$ cat config.mk
export PLATFORM = sky130hd
export DESIGN_NAME = udpcom_control
export DESIGN_NICKNAME = d
export VERILOG_FILES = /design/src/hdl/udpcom_pkg.sv /design/src/hdl/udpcom_if.sv /design/src/hdl/udpcom_datagram_parser.sv /design/src/hdl/udpcom_param_bank.sv /design/src/hdl/udpcom_response_builder.sv /design/src/hdl/udpcom_control.sv
export SDC_FILE = /design/constraint.sdc
export NUM_CORES = 1
export LEC_CHECK = 0
export BUFFER_PORTS_ARGS = -buffer_cell sky130_fd_sc_hd__buf_4
export CORE_MARGIN = 4
export CORE_UTILIZATION = 35
export DETAILED_ROUTE_END_ITERATION = 7
export RECOVER_POWER = 100
export SYNTH_ARGS = -nofsm -noshare
export SYNTH_HDL_FRONTEND = slang
export SYNTH_SLANG_ARGS = --single-unit
export TNS_END_PERCENT = 5
$ cat constraint.sdc
create_clock -name i_clk -period 6.84 [get_ports i_clk]
set_input_delay 0.342 -clock i_clk [delete_from_list [all_inputs] [get_ports i_clk]]
set_output_delay 0.342 -clock i_clk [all_outputs]
set_load 0.02 [all_outputs]
$ cat src/hdl/udpcom_pkg.sv
// fixed 10-byte request and 12-byte reply, big-endian fields, 16-bit additive checksum, no options
package udpcom_pkg;

	// --------------------------------------------------
	// datagram layout
	// --------------------------------------------------
	localparam int RAM_AW = 11;
	localparam int CSUM_W = 16;

	localparam logic [15:0] REQ_BYTES  = 16'd10;
	localparam logic [15:0] RESP_BYTES = 16'd12;
	localparam logic [3:0]  REQ_LAST   = 4'(REQ_BYTES - 16'd1);
	localparam logic [3:0]  RESP_LAST  = 4'(RESP_BYTES - 16'd1);

	// checksum covers the bytes below these offsets
	localparam logic [3:0] REQ_SUM_END  = 4'd8;
	localparam logic [3:0] RESP_SUM_END = 4'd10;

	localparam logic [15:0] DGRAM_HDR = 16'hAA55;

	// opcodes, high byte of the command id
	localparam logic [7:0] OP_WRITE = 8'h01;
	localparam logic [7:0] OP_READ  = 8'h02;

	localparam logic [7:0] ST_OK  = 8'd0;
	localparam logic [7:0] ST_BAD = 8'd1;

	// --------------------------------------------------
	// register map
	// --------------------------------------------------
	localparam logic [7:0] REG_CONFIG     = 8'd0;
	localparam logic [7:0] REG_MOTOR_FREQ = 8'd1;
	localparam logic [7:0] REG_ANGLE_OFS  = 8'd2;
	localparam logic [7:0] REG_IP         = 8'd3;
	localparam logic [7:0] REG_DIST_MIN   = 8'd4;
	localparam logic [7:0] REG_DIST_MAX   = 8'd5;
	localparam logic [7:0] REG_FW_VER     = 8'd6;
	localparam logic [7:0] REG_COUNT      = 8'd7;

	localparam logic [15:0] RST_CONFIG     = 16'h0001;
	localparam logic [31:0] RST_MOTOR_FREQ = 32'h0258_0258;
	localparam logic [31:0] RST_IP         = 32'hC0A8_0164;
	localparam logic [31:0] RST_DIST_MAX   = 32'h0000_FFFF;
	localparam logic [31:0] FW_VERSION     = 32'h2504_1515;

	// paired registers, motor1 or offset1 in the high half
	typedef struct packed {
		logic [15:0] hi;
		logic [15:0] lo;
	} pair_half_t;

	typedef union packed {
		logic [31:0] raw;
		pair_half_t  half;
	} pair_word_u;

endpackage

$ cat src/hdl/udpcom_if.sv
// command and reply buses inside the block only; no back-pressure except resp_pending

// --------------------------------------------------
// parser to bank, one command per cmd_valid pulse
// --------------------------------------------------
interface udpcom_cmd_if;
	logic        cmd_valid;
	logic [7:0]  cmd_op;
	logic [7:0]  cmd_index;
	logic [31:0] cmd_para;
	logic [15:0] cmd_id;

	modport parser (
		output cmd_valid,
		output cmd_op,
		output cmd_index,
		output cmd_para,
		output cmd_id
	);

	modport bank (
		input cmd_valid,
		input cmd_op,
		input cmd_index,
		input cmd_para,
		input cmd_id
	);
endinterface

// --------------------------------------------------
// bank to builder, pending level back to the parser
// --------------------------------------------------
interface udpcom_resp_if;
	logic        resp_valid;
	logic [15:0] resp_id;
	logic [7:0]  resp_status;
	logic [31:0] resp_data;
	logic        resp_pending;

	modport bank (
		output resp_valid,
		output resp_id,
		output resp_status,
		output resp_data
	);

	modport builder (
		input  resp_valid,
		input  resp_id,
		input  resp_status,
		input  resp_data,
		output resp_pending
	);

	modport parser (
		input resp_pending
	);
endinterface

$ cat src/hdl/udpcom_datagram_parser.sv
// rx RAM needs one cycle read latency; a rxdone while busy or a reply is pending is dropped
module udpcom_datagram_parser (
	input  logic                          i_clk,
	input  logic                          i_rst,
	input  logic                          i_udp_rxdone,
	input  logic [15:0]                   i_udp_rxbyte_num,
	output logic                          o_udp_rxram_rden,
	output logic [udpcom_pkg::RAM_AW-1:0] o_udp_rxram_rdaddr,
	input  logic [7:0]                    i_udp_rxram_data,
	udpcom_cmd_if.parser                  cmd,
	udpcom_resp_if.parser                 resp
);

	logic                          r_active;
	logic [3:0]                    r_addr;
	logic                          r_data_vld;
	logic [3:0]                    r_data_idx;
	logic                          r_len_ok;
	logic [71:0]                   r_shift;
	logic [udpcom_pkg::CSUM_W-1:0] r_sum;
	logic                          w_start;
	logic [15:0]                   w_rx_csum;
	logic                          w_ok;

	// own cmd_valid covers the gap before the builder raises pending
	assign w_start = i_udp_rxdone && !r_active && !cmd.cmd_valid && !resp.resp_pending;

	assign o_udp_rxram_rdaddr = {{(udpcom_pkg::RAM_AW - 4){1'b0}}, r_addr};

	// low checksum byte is still on the RAM bus
	assign w_rx_csum = {r_shift[7:0], i_udp_rxram_data};
	assign w_ok = r_len_ok && (r_shift[71:56] == udpcom_pkg::DGRAM_HDR) && (w_rx_csum == r_sum);

	// --------------------------------------------------
	// read sequencing
	// --------------------------------------------------
	always_ff @(posedge i_clk) begin
		if (i_rst) begin
			r_active         <= 1'b0;
			o_udp_rxram_rden <= 1'b0;
			r_addr           <= '0;
			r_data_vld       <= 1'b0;
			cmd.cmd_valid    <= 1'b0;
		end else begin
			cmd.cmd_valid <= 1'b0;
			r_data_vld    <= o_udp_rxram_rden;
			if (w_start) begin
				r_active         <= 1'b1;
				o_udp_rxram_rden <= 1'b1;
				r_addr           <= '0;
			end else if (o_udp_rxram_rden) begin
				if (r_addr == udpcom_pkg::REQ_LAST) begin
					o_udp_rxram_rden <= 1'b0;
				end else begin
					r_addr <= r_addr + 4'd1;
				end
			end
			// last byte in, accept or drop silently
			if (r_data_vld && (r_data_idx == udpcom_pkg::REQ_LAST)) begin
				r_active      <= 1'b0;
				cmd.cmd_valid <= w_ok;
			end
		end
	end

	// --------------------------------------------------
	// byte capture and checksum
	// --------------------------------------------------
	always_ff @(posedge i_clk) begin
		r_data_idx <= r_addr;
		if (w_start) begin
			r_len_ok <= (i_udp_rxbyte_num == udpcom_pkg::REQ_BYTES);
			r_sum    <= '0;
		end
		if (r_data_vld) begin
			r_shift <= {r_shift[63:0], i_udp_rxram_data};
			if (r_data_idx < udpcom_pkg::REQ_SUM_END) begin
				r_sum <= r_sum + {{(udpcom_pkg::CSUM_W - 8){1'b0}}, i_udp_rxram_data};
			end
			if (r_data_idx == udpcom_pkg::REQ_LAST) begin
				cmd.cmd_id    <= r_shift[55:40];
				cmd.cmd_op    <= r_shift[55:48];
				cmd.cmd_index <= r_shift[47:40];
				cmd.cmd_para  <= r_shift[39:8];
			end
		end
	end

	a_rden_idle: assert property (@(posedge i_clk) disable iff (i_rst)
		!r_active |-> !o_udp_rxram_rden);

	// the bank takes exactly one command per datagram
	a_cmd_pulse: assert property (@(posedge i_clk) disable iff (i_rst)
		cmd.cmd_valid |=> !cmd.cmd_valid);

endmodule

$ cat src/hdl/udpcom_param_bank.sv
// takes every command in its arrival cycle; index 6 is read-only, config keeps only 16 bits
module udpcom_param_bank (
	input  logic          i_clk,
	input  logic          i_rst,
	udpcom_cmd_if.bank    cmd,
	udpcom_resp_if.bank   resp,
	output logic [15:0]   o_config_mode,
	output logic [15:0]   o_freq_motor1,
	output logic [15:0]   o_freq_motor2,
	output logic [15:0]   o_angle_offset1,
	output logic [15:0]   o_angle_offset2,
	output logic [31:0]   o_lidar_ip,
	output logic [31:0]   o_distance_min,
	output logic [31:0]   o_distance_max
);

	logic [15:0]            r_config;
	udpcom_pkg::pair_word_u r_motor;
	udpcom_pkg::pair_word_u r_angle;
	logic [31:0]            r_ip;
	logic [31:0]            r_dist_min;
	logic [31:0]            r_dist_max;
	logic                   w_wr_legal;
	logic                   w_rd_legal;
	logic [31:0]            w_wr_held;
	logic [31:0]            w_rd_val;

	// firmware word sits above all writable indexes
	assign w_wr_legal = (cmd.cmd_op == udpcom_pkg::OP_WRITE) &&
		(cmd.cmd_index < udpcom_pkg::REG_FW_VER);
	assign w_rd_legal = (cmd.cmd_op == udpcom_pkg::OP_READ) &&
		(cmd.cmd_index < udpcom_pkg::REG_COUNT);

	// value held after the write with config zero-extended
	assign w_wr_held = (cmd.cmd_index == udpcom_pkg::REG_CONFIG) ?
		{16'h0000, cmd.cmd_para[15:0]} : cmd.cmd_para;

	always_comb begin
		case (cmd.cmd_index)
			udpcom_pkg::REG_CONFIG:     w_rd_val = {16'h0000, r_config};
			udpcom_pkg::REG_MOTOR_FREQ: w_rd_val = r_motor.raw;
			udpcom_pkg::REG_ANGLE_OFS:  w_rd_val = r_angle.raw;
			udpcom_pkg::REG_IP:         w_rd_val = r_ip;
			udpcom_pkg::REG_DIST_MIN:   w_rd_val = r_dist_min;
			udpcom_pkg::REG_DIST_MAX:   w_rd_val = r_dist_max;
			udpcom_pkg::REG_FW_VER:     w_rd_val = udpcom_pkg::FW_VERSION;
			default:                    w_rd_val = '0;
		endcase
	end

	// --------------------------------------------------
	// configuration registers
	// --------------------------------------------------
	always_ff @(posedge i_clk) begin
		if (i_rst) begin
			r_config    <= udpcom_pkg::RST_CONFIG;
			r_motor.raw <= udpcom_pkg::RST_MOTOR_FREQ;
			r_angle.raw <= '0;
			r_ip        <= udpcom_pkg::RST_IP;
			r_dist_min  <= '0;
			r_dist_max  <= udpcom_pkg::RST_DIST_MAX;
		end else if (cmd.cmd_valid && w_wr_legal) begin
			case (cmd.cmd_index)
				udpcom_pkg::REG_CONFIG:     r_config    <= cmd.cmd_para[15:0];
				udpcom_pkg::REG_MOTOR_FREQ: r_motor.raw <= cmd.cmd_para;
				udpcom_pkg::REG_ANGLE_OFS:  r_angle.raw <= cmd.cmd_para;
				udpcom_pkg::REG_IP:         r_ip        <= cmd.cmd_para;
				udpcom_pkg::REG_DIST_MIN:   r_dist_min  <= cmd.cmd_para;
				default:                    r_dist_max  <= cmd.cmd_para;
			endcase
		end
	end

	// --------------------------------------------------
	// reply one cycle after the command
	// --------------------------------------------------
	always_ff @(posedge i_clk) begin
		if (i_rst) begin
			resp.resp_valid <= 1'b0;
		end else begin
			resp.resp_valid <= cmd.cmd_valid;
		end
	end

	always_ff @(posedge i_clk) begin
		if (cmd.cmd_valid) begin
			resp.resp_id <= cmd.cmd_id;
			if (w_wr_legal) begin
				resp.resp_status <= udpcom_pkg::ST_OK;
				resp.resp_data   <= w_wr_held;
			end else if (w_rd_legal) begin
				resp.resp_status <= udpcom_pkg::ST_OK;
				resp.resp_data   <= w_rd_val;
			end else begin
				resp.resp_status <= udpcom_pkg::ST_BAD;
				resp.resp_data   <= '0;
			end
		end
	end

	assign o_config_mode   = r_config;
	assign o_freq_motor1   = r_motor.half.hi;
	assign o_freq_motor2   = r_motor.half.lo;
	assign o_angle_offset1 = r_angle.half.hi;
	assign o_angle_offset2 = r_angle.half.lo;
	assign o_lidar_ip      = r_ip;
	assign o_distance_min  = r_dist_min;
	assign o_distance_max  = r_dist_max;

	// reply one cycle on, and a legal write reads back as the value it reported
	a_resp_follows: assert property (@(posedge i_clk) disable iff (i_rst)
		cmd.cmd_valid |=> resp.resp_valid &&
			(!$past(w_wr_legal) || (resp.resp_data == w_rd_val)));

endmodule

$ cat src/hdl/udpcom_response_builder.sv
// one reply in flight; a reply arriving while busy is lost, so the parser must wait on pending
module udpcom_response_builder (
	input  logic                          i_clk,
	input  logic                          i_rst,
	udpcom_resp_if.builder                resp,
	input  logic                          i_udpcom_busy,
	output logic                          o_udp_send_req,
	input  logic [udpcom_pkg::RAM_AW-1:0] i_udp_txram_rdaddr,
	output logic [7:0]                    o_udp_txram_rddata
);

	logic                          r_fill;
	logic                          r_wait;
	logic [3:0]                    r_idx;
	logic [15:0]                   r_id;
	logic [7:0]                    r_status;
	logic [31:0]                   r_data;
	logic [udpcom_pkg::CSUM_W-1:0] r_sum;
	logic [7:0]                    r_buf [0:udpcom_pkg::RESP_BYTES-1];
	logic                          w_accept;
	logic [7:0]                    w_byte;

	assign w_accept = resp.resp_valid && !r_fill && !r_wait;

	// acceptance cycle included so the parser never sees a gap
	assign resp.resp_pending = r_fill || r_wait || resp.resp_valid;

	// reply bytes in wire order
	always_comb begin
		case (r_idx)
			4'd0:    w_byte = udpcom_pkg::DGRAM_HDR[15:8];
			4'd1:    w_byte = udpcom_pkg::DGRAM_HDR[7:0];
			4'd2:    w_byte = r_id[15:8];
			4'd3:    w_byte = r_id[7:0];
			4'd4:    w_byte = r_status;
			4'd5:    w_byte = 8'h00;
			4'd6:    w_byte = r_data[31:24];
			4'd7:    w_byte = r_data[23:16];
			4'd8:    w_byte = r_data[15:8];
			4'd9:    w_byte = r_data[7:0];
			4'd10:   w_byte = r_sum[15:8];
			default: w_byte = r_sum[7:0];
		endcase
	end

	// --------------------------------------------------
	// fill, then wait for the UDP core
	// --------------------------------------------------
	always_ff @(posedge i_clk) begin
		if (i_rst) begin
			r_fill         <= 1'b0;
			r_wait         <= 1'b0;
			r_idx          <= '0;
			o_udp_send_req <= 1'b0;
		end else begin
			o_udp_send_req <= 1'b0;
			if (w_accept) begin
				r_fill <= 1'b1;
				r_idx  <= '0;
			end else if (r_fill) begin
				if (r_idx == udpcom_pkg::RESP_LAST) begin
					r_fill <= 1'b0;
					r_wait <= 1'b1;
				end else begin
					r_idx <= r_idx + 4'd1;
				end
			end else if (r_wait && !i_udpcom_busy) begin
				r_wait         <= 1'b0;
				o_udp_send_req <= 1'b1;
			end
		end
	end

	always_ff @(posedge i_clk) begin
		if (w_accept) begin
			r_id     <= resp.resp_id;
			r_status <= resp.resp_status;
			r_data   <= resp.resp_data;
			r_sum    <= '0;
		end
		if (r_fill) begin
			r_buf[r_idx] <= w_byte;
			if (r_idx < udpcom_pkg::RESP_SUM_END) begin
				r_sum <= r_sum + {{(udpcom_pkg::CSUM_W - 8){1'b0}}, w_byte};
			end
		end
		// tx read port, addresses past the reply read as zero
		if (16'(i_udp_txram_rdaddr) < udpcom_pkg::RESP_BYTES) begin
			o_udp_txram_rddata <= r_buf[i_udp_txram_rdaddr[3:0]];
		end else begin
			o_udp_txram_rddata <= 8'h00;
		end
	end

	// busy is sampled the cycle before the pulse
	a_send_not_busy: assert property (@(posedge i_clk) disable iff (i_rst)
		$rose(o_udp_send_req) |-> !$past(i_udpcom_busy));

endmodule

$ cat src/hdl/udpcom_control.sv
// command path only: no flash init, DDR, calibration, broadcast or time stamps
module udpcom_control (
	input  logic                          i_clk,
	input  logic                          i_rst,

	// udp receive side
	input  logic                          i_udp_rxdone,
	input  logic [15:0]                   i_udp_rxbyte_num,
	output logic                          o_udp_rxram_rden,
	output logic [udpcom_pkg::RAM_AW-1:0] o_udp_rxram_rdaddr,
	input  logic [7:0]                    i_udp_rxram_data,

	// udp transmit side
	input  logic                          i_udpcom_busy,
	output logic                          o_udp_send_req,
	input  logic [udpcom_pkg::RAM_AW-1:0] i_udp_txram_rdaddr,
	output logic [7:0]                    o_udp_txram_rddata,
	output logic [15:0]                   o_udp_txbyte_num,

	// lidar configuration
	output logic [15:0]                   o_config_mode,
	output logic [15:0]                   o_freq_motor1,
	output logic [15:0]                   o_freq_motor2,
	output logic [15:0]                   o_angle_offset1,
	output logic [15:0]                   o_angle_offset2,
	output logic [31:0]                   o_lidar_ip,
	output logic [31:0]                   o_distance_min,
	output logic [31:0]                   o_distance_max
);

	udpcom_cmd_if  u_cmd_if ();
	udpcom_resp_if u_resp_if ();

	// --------------------------------------------------
	// datagram in, command out
	// --------------------------------------------------
	udpcom_datagram_parser u_datagram_parser (
		.i_clk              (i_clk),
		.i_rst              (i_rst),
		.i_udp_rxdone       (i_udp_rxdone),
		.i_udp_rxbyte_num   (i_udp_rxbyte_num),
		.o_udp_rxram_rden   (o_udp_rxram_rden),
		.o_udp_rxram_rdaddr (o_udp_rxram_rdaddr),
		.i_udp_rxram_data   (i_udp_rxram_data),
		.cmd                (u_cmd_if.parser),
		.resp               (u_resp_if.parser)
	);

	udpcom_param_bank u_param_bank (
		.i_clk           (i_clk),
		.i_rst           (i_rst),
		.cmd             (u_cmd_if.bank),
		.resp            (u_resp_if.bank),
		.o_config_mode   (o_config_mode),
		.o_freq_motor1   (o_freq_motor1),
		.o_freq_motor2   (o_freq_motor2),
		.o_angle_offset1 (o_angle_offset1),
		.o_angle_offset2 (o_angle_offset2),
		.o_lidar_ip      (o_lidar_ip),
		.o_distance_min  (o_distance_min),
		.o_distance_max  (o_distance_max)
	);

	// --------------------------------------------------
	// reply out
	// --------------------------------------------------
	udpcom_response_builder u_response_builder (
		.i_clk              (i_clk),
		.i_rst              (i_rst),
		.resp               (u_resp_if.builder),
		.i_udpcom_busy      (i_udpcom_busy),
		.o_udp_send_req     (o_udp_send_req),
		.i_udp_txram_rdaddr (i_udp_txram_rdaddr),
		.o_udp_txram_rddata (o_udp_txram_rddata)
	);

	// every reply has the same length
	assign o_udp_txbyte_num = udpcom_pkg::RESP_BYTES;

endmodule

==> results of run 1 <==
[final cells by class]
cell class,instances,area [sq um]
multi-input combinational,1065,7259
sequential,551,14180
inverter,25,93.84
fill,5903,36160
tap,837,1047
timing repair buffer,260,1175
clock inverter,37,539.3
clock buffer,70,1590
[power by group]
| part | internal [uW] | switching, uW | total (uW) |
|---|---|---|---|
| clock | 2090 | 1360 | 3450 |
| sequential | 3520 | 47.0 | 3570 |
| combinational | 102 | 152 | 254 |
[cell usage after synthesis, types with 4 or more instances]
| cell | count |
|---|---|
| a32oi_1 | 7 |
| mux2_2 | 27 |
| a222oi_1 | 8 |
| a21o_1 | 4 |
| nor2b_1 | 15 |
| o22ai_1 | 30 |
| o31ai_1 | 4 |
| clkbuf_1 | 75 |
| a31oi_1 | 12 |
| nand3_1 | 20 |
| nor3_1 | 54 |
| a211oi_1 | 4 |
| buf_1 | 10 |
| buf_4 | 25 |
| dfxtp_1 | 236 |
| xnor2_1 | 9 |
| nand4_1 | 14 |
| xor2_1 | 16 |
| nor4b_1 | 6 |
| and2_1 | 7 |
| a22oi_1 | 44 |
| nor4_1 | 7 |
| o211ai_1 | 9 |
| nor2_1 | 187 |
| mux4_2 | 25 |
| mux2i_1 | 134 |
| and3_1 | 10 |
| a21oi_1 | 86 |
| a221oi_1 | 8 |
| edfxtp_1 | 315 |
| a211o_1 | 12 |
| nand2_1 | 135 |
| nand2b_1 | 8 |
| a221o_1 | 8 |
| inv_1 | 25 |
| o21ai_0 | 36 |
| ha_1 | 22 |
| buf_2 | 20 |
| a22o_1 | 24 |
| and4_1 | 5 |
[per-layer routing]
metal  track usage, %  vias to the layer above  part of all wire, %
met3            4.790                      111                  8.6
li1                 -                     6908                    -
met2            28.44                      638                   46
met5                0                        -                    0
met4            5.067                        0                  3.0
met1            24.22                     7461                   42
[final timing paths]
check	startpoint	cells past startpoint	endpoint
min reg2reg	u_datagram_parser.r_addr[3]$_SDFFE_PP0P_	0	u_datagram_parser.r_data_idx[3]$_DFF_P_
max reg2reg	u_datagram_parser.cmd.cmd_id[0]$_DFFE_PP_	7	u_param_bank.o_distance_min[6]$_SDFFE_PP0P_
min	i_udp_rxbyte_num[14]	3	u_datagram_parser.r_len_ok$_DFFE_PP_
max	u_datagram_parser.cmd.cmd_id[0]$_DFFE_PP_	7	u_param_bank.o_distance_min[6]$_SDFFE_PP0P_
[worst register-to-register path: cells and delay by family, from the launching register on]
family                 cells  cell delay, ns
DFF                        1            0.32
and+or+nand+nor            4            1.46
muxes                      1            0.32
buffers and inverters      2            3.45
[state kept, by name, summed over array words and instances (netlist names), 4 cells and up]
name,cells
u_response_builder.o_udp_txram_rddata,8
u_response_builder.r_data,32
u_datagram_parser.r_shift,72
u_param_bank.resp.resp_data,32
u_datagram_parser.r_sum,16
u_response_builder.r_sum,16
u_response_builder.r_idx,4
u_param_bank.o_distance_min,32
u_response_builder.r_buf,96
u_param_bank.r_motor,32
u_datagram_parser.r_data_idx,4
u_response_builder.r_id,16
u_datagram_parser.cmd.cmd_id,16
u_param_bank.r_angle,32
u_param_bank.o_lidar_ip,32
u_datagram_parser.cmd.cmd_para,32
u_param_bank.o_config_mode,16
u_param_bank.resp.resp_id,16
u_param_bank.o_distance_max,32
u_datagram_parser.r_addr,4
[kinds of logic (layout without fill, tap and decap cells)]
logic type      count (synthesis)  after routing  share of synthesized area [%]
buf+inv                       156            392                          3.199
other cells                     2             23                        0.03404
fa+ha+maj                      24             24                          1.429
compound gates                321            321                          9.981
flops                         551            551                          64.29
xor+xnor                       25             25                         0.9925
mux                           186            186                          10.01
simple gates                  486            486                          10.07
[what timing repair did]
action                                 in CTS  in global routing
endpoints found under the hold margin       9                  0
setup endpoints to repair                   0                  0
hold buffers                                9                  0
[through the flow]
| step | worst slack, ns | hold WS (ns) |
|---|---|---|
| floorplan | 2.126 | 0.4003 |
| global placement | 2.628 | 0.3999 |
| detailed placement | 2.417 | 0.3971 |
| CTS | 2.394 | 0.09781 |
| global route | 0.9475 | 0.1104 |
| finish | 1.057 | 0.1325 |
==> summary.md, run 1 <==
| Metric | Value |
|---|---|
| Status | complete, but fails checks |
| Failing checks | capacitance limit, slew limit |
| Crit-path cells | clkbuf_1 -> or2_2 -> nor3_2 -> nand4_1 -> clkbuf_1 -> mux2i_1 -> nor2_1 |
| Cell Area, Placed | 24,490 sq um |
| Overall Power | just over 7000 uW |
| Detailed Place HPWL | 41.73 mm |
| Mean post-synth cell area | 12.60 sq um |
| First-pass GRT wire length | 92.94 mm |
| Clk Tree Root Cell | clkbuf_16 |
| Vias in the first global route | 14,562 |
| Initial detailed-routing violation count | 1,399 |
| Initial antenna violation count | 0 |
| Synth async-reset ratio | 0% |
| Site Rows | 91 |
| Sink Count | between 500 and 600 |
| Max Cap Violations | 14 |
| Post-layout min period | between 5 and 6 ns |
| Dominant cell type by area after synthesis | edfxtp_1 |
| Seq/Total Area, Yosys | between 60% and 70% |
| Share of the synthesized area in the top cell type | 42.87% |
| Initial Utilization | 35.55% |
| Most frequent cell on the critical path | clkbuf_1 |
| Die height | 259.1 um |
| Worst EP arrival | 6.18 ns |
| Peak supply drop | 0.2038 mV |
| Port bufs | 228 |
| Layout area overhead | 17.35% |
| Routability congestion estimate from global placement | approximately 0.87 |
| Hold Vio Cnt, Final | 0 |
| CP max-delay cell | clkbuf_1 |
| Pwr/cell area | 281.0 nW/um^2 |
| Clock transition at the registers of the reported paths | approximately 0.07 ns |
| Most frequent cells in the layout | edfxtp_1 (315), dfxtp_1 (235), clkbuf_1 (217) |
| CTS Buffer Depth | 3 |
| Crit path kind | register to register |
| Synth area leaders | edfxtp_1 (43%), dfxtp_1 (21%), mux2i_1 (6.1%) |
| Die Wd | 259.1 um |
| Via Count | 15,118 |
| Max Fclk | about 170 MHz |
| Fin cells | 2,845 |
| Core area | between 60,000 and 70,000 sq um |
| GRT Util Overall | between 15 and 20% |
| Synth cell types | 71 |
| Final ANT Viol Nets | 0 |
| Cell area after layout | around 26,000 sq um |
| Worst hold path type | input pin to register |
| Post-Route Utilization | 41.72% |
| Synth Instances | 1,751 |
| DR WL/cell | 21.72 um |
| Die area | 67,120 sq um |
| Setup slack, reg-to-reg | 1.06 ns |
| Max incr delay on CP | 2.22 ns |
| Yosys Warn Count | 0 |
| Post-cts sizing count | 0 |
| Required @ worst endpoint | between 7 and 8 ns |
| CTS tree | done |
| Total gr overflow | 0 |
| Antenna cells | 0 |
| Number of synthesized flops with an enable pin | 315 |
| Slew @ Worst Pin | 3.836 ns |
| Slew margin rel. | -155.7% |
| Post-Syn Area | 22,060 sq um |
| Largest net degree at the start of global routing | 129 |
| Drt total wl | just over 60 mm |
| Setup bufs post-CTS | 0 |
| Setup crit end kind | register |
| Placed instance count | roughly 2,700 |
| H-tree Lvls | 2 |
| Leak Pwr | 0.009421 uW |
| Nature of the critical path startpoint | register |
| Setup tns final | 0 ns |
| Vias per cell | 5.314 |
| Pre-Repair DR Iteration Count | 6 |
| Final setup viols | 0 |
| Critical path's top delay family | buffers and inverters |
| Final Skew | 0.03181 ns |
| Worst-path maximum fanout | 44 |
| Share of cells above drive strength 1 | 9.960% |
| Clk Latency, worst-skew pair | 0.64 ns |
| Final period util | 84.55% |
| DRC Markers | 0 |
| Critical path buffers and inverters | 2 |
| Most used DFF post-synth | edfxtp_1 |
| RSZ-0062 raised after global routing | false |
| # IOs | 252 |
| Synth Register Bits | ~550 |
| Cts bufs inserted | 58 |
| Max-slew violations | between 600 and 700 |
| Most common cell after layout, fill and taps aside | edfxtp_1 |
| # nets final | 2,024 |
(Power assumes the default switching activity.)
==> inputs of run 2 (changes only) <==
==> constraint.sdc (replaced) <==
create_clock -name i_clk -period 4.7 [get_ports i_clk]
set_input_delay 0.235 -clock i_clk [delete_from_list [all_inputs] [get_ports i_clk]]
set_output_delay 0.235 -clock i_clk [all_outputs]
set_load 0.02 [all_outputs]
==> summary.md, run 2 (synthesized netlist as in run 1, its figures left out) <==
| Metric | Value |
|---|---|
| Status | complete, but fails checks (unchanged) |
| Failing checks | capacitance limit, slew limit (unchanged) |
| Met3 Use GR | 3.492% (was 4.790%) |
| DR WL/cell | 22.06 um (was 21.72 um) |
| Max incr delay on CP | 1.36 ns (was 2.22 ns) |
| Post-Route Utilization | 41.55% (was 41.72%) |
| Post-cts sizing count | 0 (unchanged) |
| Hold Crit Start | i_udp_txram_rdaddr[3] (was i_udp_rxbyte_num[14]) |
| CP max-delay cell | clkbuf_1 (unchanged) |
| CTS Buffer Depth | 3 (unchanged) |
| CTS tree | done (unchanged) |
| Layout area overhead | 16.85% (was 17.35%) |
| Routability congestion estimate from global placement | 0.8910 (was 0.8651) |
| Most common cell after layout, fill and taps aside | edfxtp_1 (unchanged) |
| Setup tns final | 0 ns (unchanged) |
| Final Skew | 0.04649 ns (was 0.03181 ns) |
| Nature of the critical path startpoint | register (unchanged) |
| Largest net degree at the start of global routing | 115 (was 129) |
| Clk Tree Root Cell | clkbuf_16 (unchanged) |
| Die area | 67,120 sq um (unchanged) |
| Required @ worst endpoint | 5.12 ns (was 7.24 ns) |
| Largest Register | u_response_builder.r_buf (unchanged) |
| Initial Utilization | 35.55% (unchanged) |
| H-tree Lvls | 2 (unchanged) |
| Clk Latency, worst-skew pair | 0.63 ns (was 0.64 ns) |
| Met2 Track Usage GR | 29.35% (was 28.44%) |
| Worst-path maximum fanout | 34 (was 44) |
| # nets final | 2,034 (was 2,024) |
| GRT Util Overall | 18.23% (was 17.88%) |
| P_sw | 2233 uW (was 1562 uW) |
| Worst EP arrival | 4.50 ns (was 6.18 ns) |
| Post-layout min period | 4.076 ns (was 5.783 ns) |
| Worst hold path type | input pin to register (unchanged) |
| Drt total wl | 63.04 mm (was 61.80 mm) |
| Leak Pwr | 0.009398 uW (was 0.009421 uW) |
| Setup crit end kind | register (unchanged) |
| Most Crowded Layer GR | met2 (unchanged) |
| Vias per cell | 5.359 (was 5.314) |
| FILL cells | 5,901 (was 5,903) |
| Final period util | 86.73% (was 84.55%) |
| Die height | 259.1 um (unchanged) |
| Initial antenna violation count | 2 (was 0) |
| Max Fclk | 245.3 MHz (was 172.9 MHz) |
| Sink Count | 551 (unchanged) |
| Setup slack, reg-to-reg | 0.62 ns (was 1.06 ns) |
| Clock transition at the registers of the reported paths | 0.07 ns (about the same) |
| Pre-Repair DR Iteration Count | 7 (was 6) |
| Detailed Place HPWL | 42.59 mm (was 41.73 mm) |
| Slew @ Worst Pin | 2.955 ns (was 3.836 ns) |
| Pwr/cell area | 394.2 nW/um^2 (was 281.0 nW/um^2) |
| Final setup viols | 0 (unchanged) |
| Antenna cells | 0 (unchanged) |
| Worst r2r src | u_datagram_parser.cmd.cmd_id[2]$_DFFE_PP_ (was u_datagram_parser.cmd.cmd_id[0]$_DFFE_PP_) |
| First-pass GRT wire length | 94.07 mm (was 92.94 mm) |
| Clock power share | 45.3% (was 47.4%) |
| Max-slew violations | 319 (was 629) |
| Internal | 7930 uW (was 5712 uW) |
| Site Rows | 91 (unchanged) |
| GR Layer Usage met1 | 24.29% (was 24.22%) |
| Core area | 62,050 sq um (unchanged) |
| DRC Markers | 0 (unchanged) |
| Total gr overflow | 0 (unchanged) |
| Sw frac | 21.97% (was 21.47%) |
| Die Wd | 259.1 um (unchanged) |
| Max FFs per register | 96 (unchanged) |
| Vias in the first global route | 14,746 (was 14,562) |
| Cts bufs inserted | 57 (was 58) |
| Worst Setup SP | u_datagram_parser.cmd.cmd_id[2]$_DFFE_PP_ (was u_datagram_parser.cmd.cmd_id[0]$_DFFE_PP_) |
| Most frequent cells in the layout | edfxtp_1 (315), dfxtp_1 (235), clkbuf_1 (216) (was edfxtp_1 (315), dfxtp_1 (235), clkbuf_1 (217)) |
| Initial detailed-routing violation count | 1,460 (was 1,399) |
| RSZ-0062 raised after global routing | false (unchanged) |
| Largest regs | u_response_builder.r_buf (96), u_datagram_parser.r_shift (72) (unchanged) |
| Flop pwr share | 51.0% (was 49.1%) |
| Port bufs | 228 (unchanged) |
| Slew margin rel. | -96.98% (was -155.7%) |
| Crit path kind | register to register (unchanged) |
| Via Count | 15,310 (was 15,118) |
| # IOs | 252 (unchanged) |
| Hold Vio Cnt, Final | 0 (unchanged) |
| Most frequent cell on the critical path | clkbuf_1 (unchanged) |
| Peak supply drop | 0.2950 mV (was 0.2038 mV) |
| Share of cells above drive strength 1 | 10.10% (was 9.960%) |
| Final ANT Viol Nets | 0 (unchanged) |
| Max Cap Violations | 8 (was 14) |
| Crit-path cells | clkbuf_1 -> and2_0 -> and4_1 -> clkbuf_1 -> a21oi_1 (was clkbuf_1 -> or2_2 -> nor3_2 -> nand4_1 -> clkbuf_1 -> mux2i_1 -> nor2_1) |
| Combinational power share | 3.8% (was 3.5%) |
## run 2: power groups by stage
stage / registers (uW) / clock network [uW] / logic [uW]
floorplan: 5270 / 0 / 286
global placement: 5280 / 0 / 370
detailed placement: 5280 / 0 / 379
finish: 5180 / 4600 / 385
global route: 5180 / 4910 / 430
CTS: 5180 / 4690 / 387
## run 2: area by class of cell
cell class / instances / area, sq um / share of cell area, %
Sequential cell: 551 / 14190 / 55.03
Multi-Input combinational cell: 1065 / 7258 / 28.15
Clock buffer: 65 / 1509 / 5.853
Timing Repair Buffer: 271 / 1266 / 4.911
Tap cell: 837 / 1047 / 4.062
Clock inverter: 43 / 419.2 / 1.626
Inverter: 25 / 93.84 / 0.3640
## run 2: worst paths after layout
check	to	cells past startpoint
setup / recovery	u_param_bank.o_distance_max[6]$_SDFFE_PP1P_	5
hold / removal	u_response_builder.o_udp_txram_rddata[4]$_SDFF_PP0_	3
setup reg to reg	u_param_bank.o_distance_max[6]$_SDFFE_PP1P_	5
hold reg to reg	u_datagram_parser.r_data_idx[3]$_DFF_P_	0
## run 2: repair_timing
item | 4_1_cts | 5_1_grt
endpoints found under the hold margin | 11 | 0
hold buffers | 9 | 0
buffers inserted | 0 | 0
## run 2: worst max-delay path: cells and delay by family (launching register included)
| kind | cells | cell delay (ns) |
|---|---|---|
| flops | 1 | 0.35 |
| compound gates | 1 | 0.18 |
| buf+inv | 2 | 2.30 |
| simple gates | 2 | 1.02 |
## run 2: per-layer routing
metal / part of all wire [%] / up-vias / routed length, um
li1: - / 6950 / -
met1: 42 / 7562 / 26310
met2: 47 / 659 / 29650
met3: 7.2 / 137 / 4569
met4: 4.0 / 2 / 2497
met5: 0.021 / - / 13
## run 2: stage by stage
stage	total power, uW	area, sq um	worst slack [ns]	std cells	hold WS (ns)
after floorplan	5557	22140	0.7747	1772	0.3123
after global placement	5650	24600	0.5980	2739	0.3992
after detailed placement	5660	24600	0.4175	2739	0.4022
after CTS	10260	26620	0.3962	2856	0.007900
after global routing	10520	25780	0.2322	2857	0.02168
final	10160	25780	0.6236	2857	0.03453
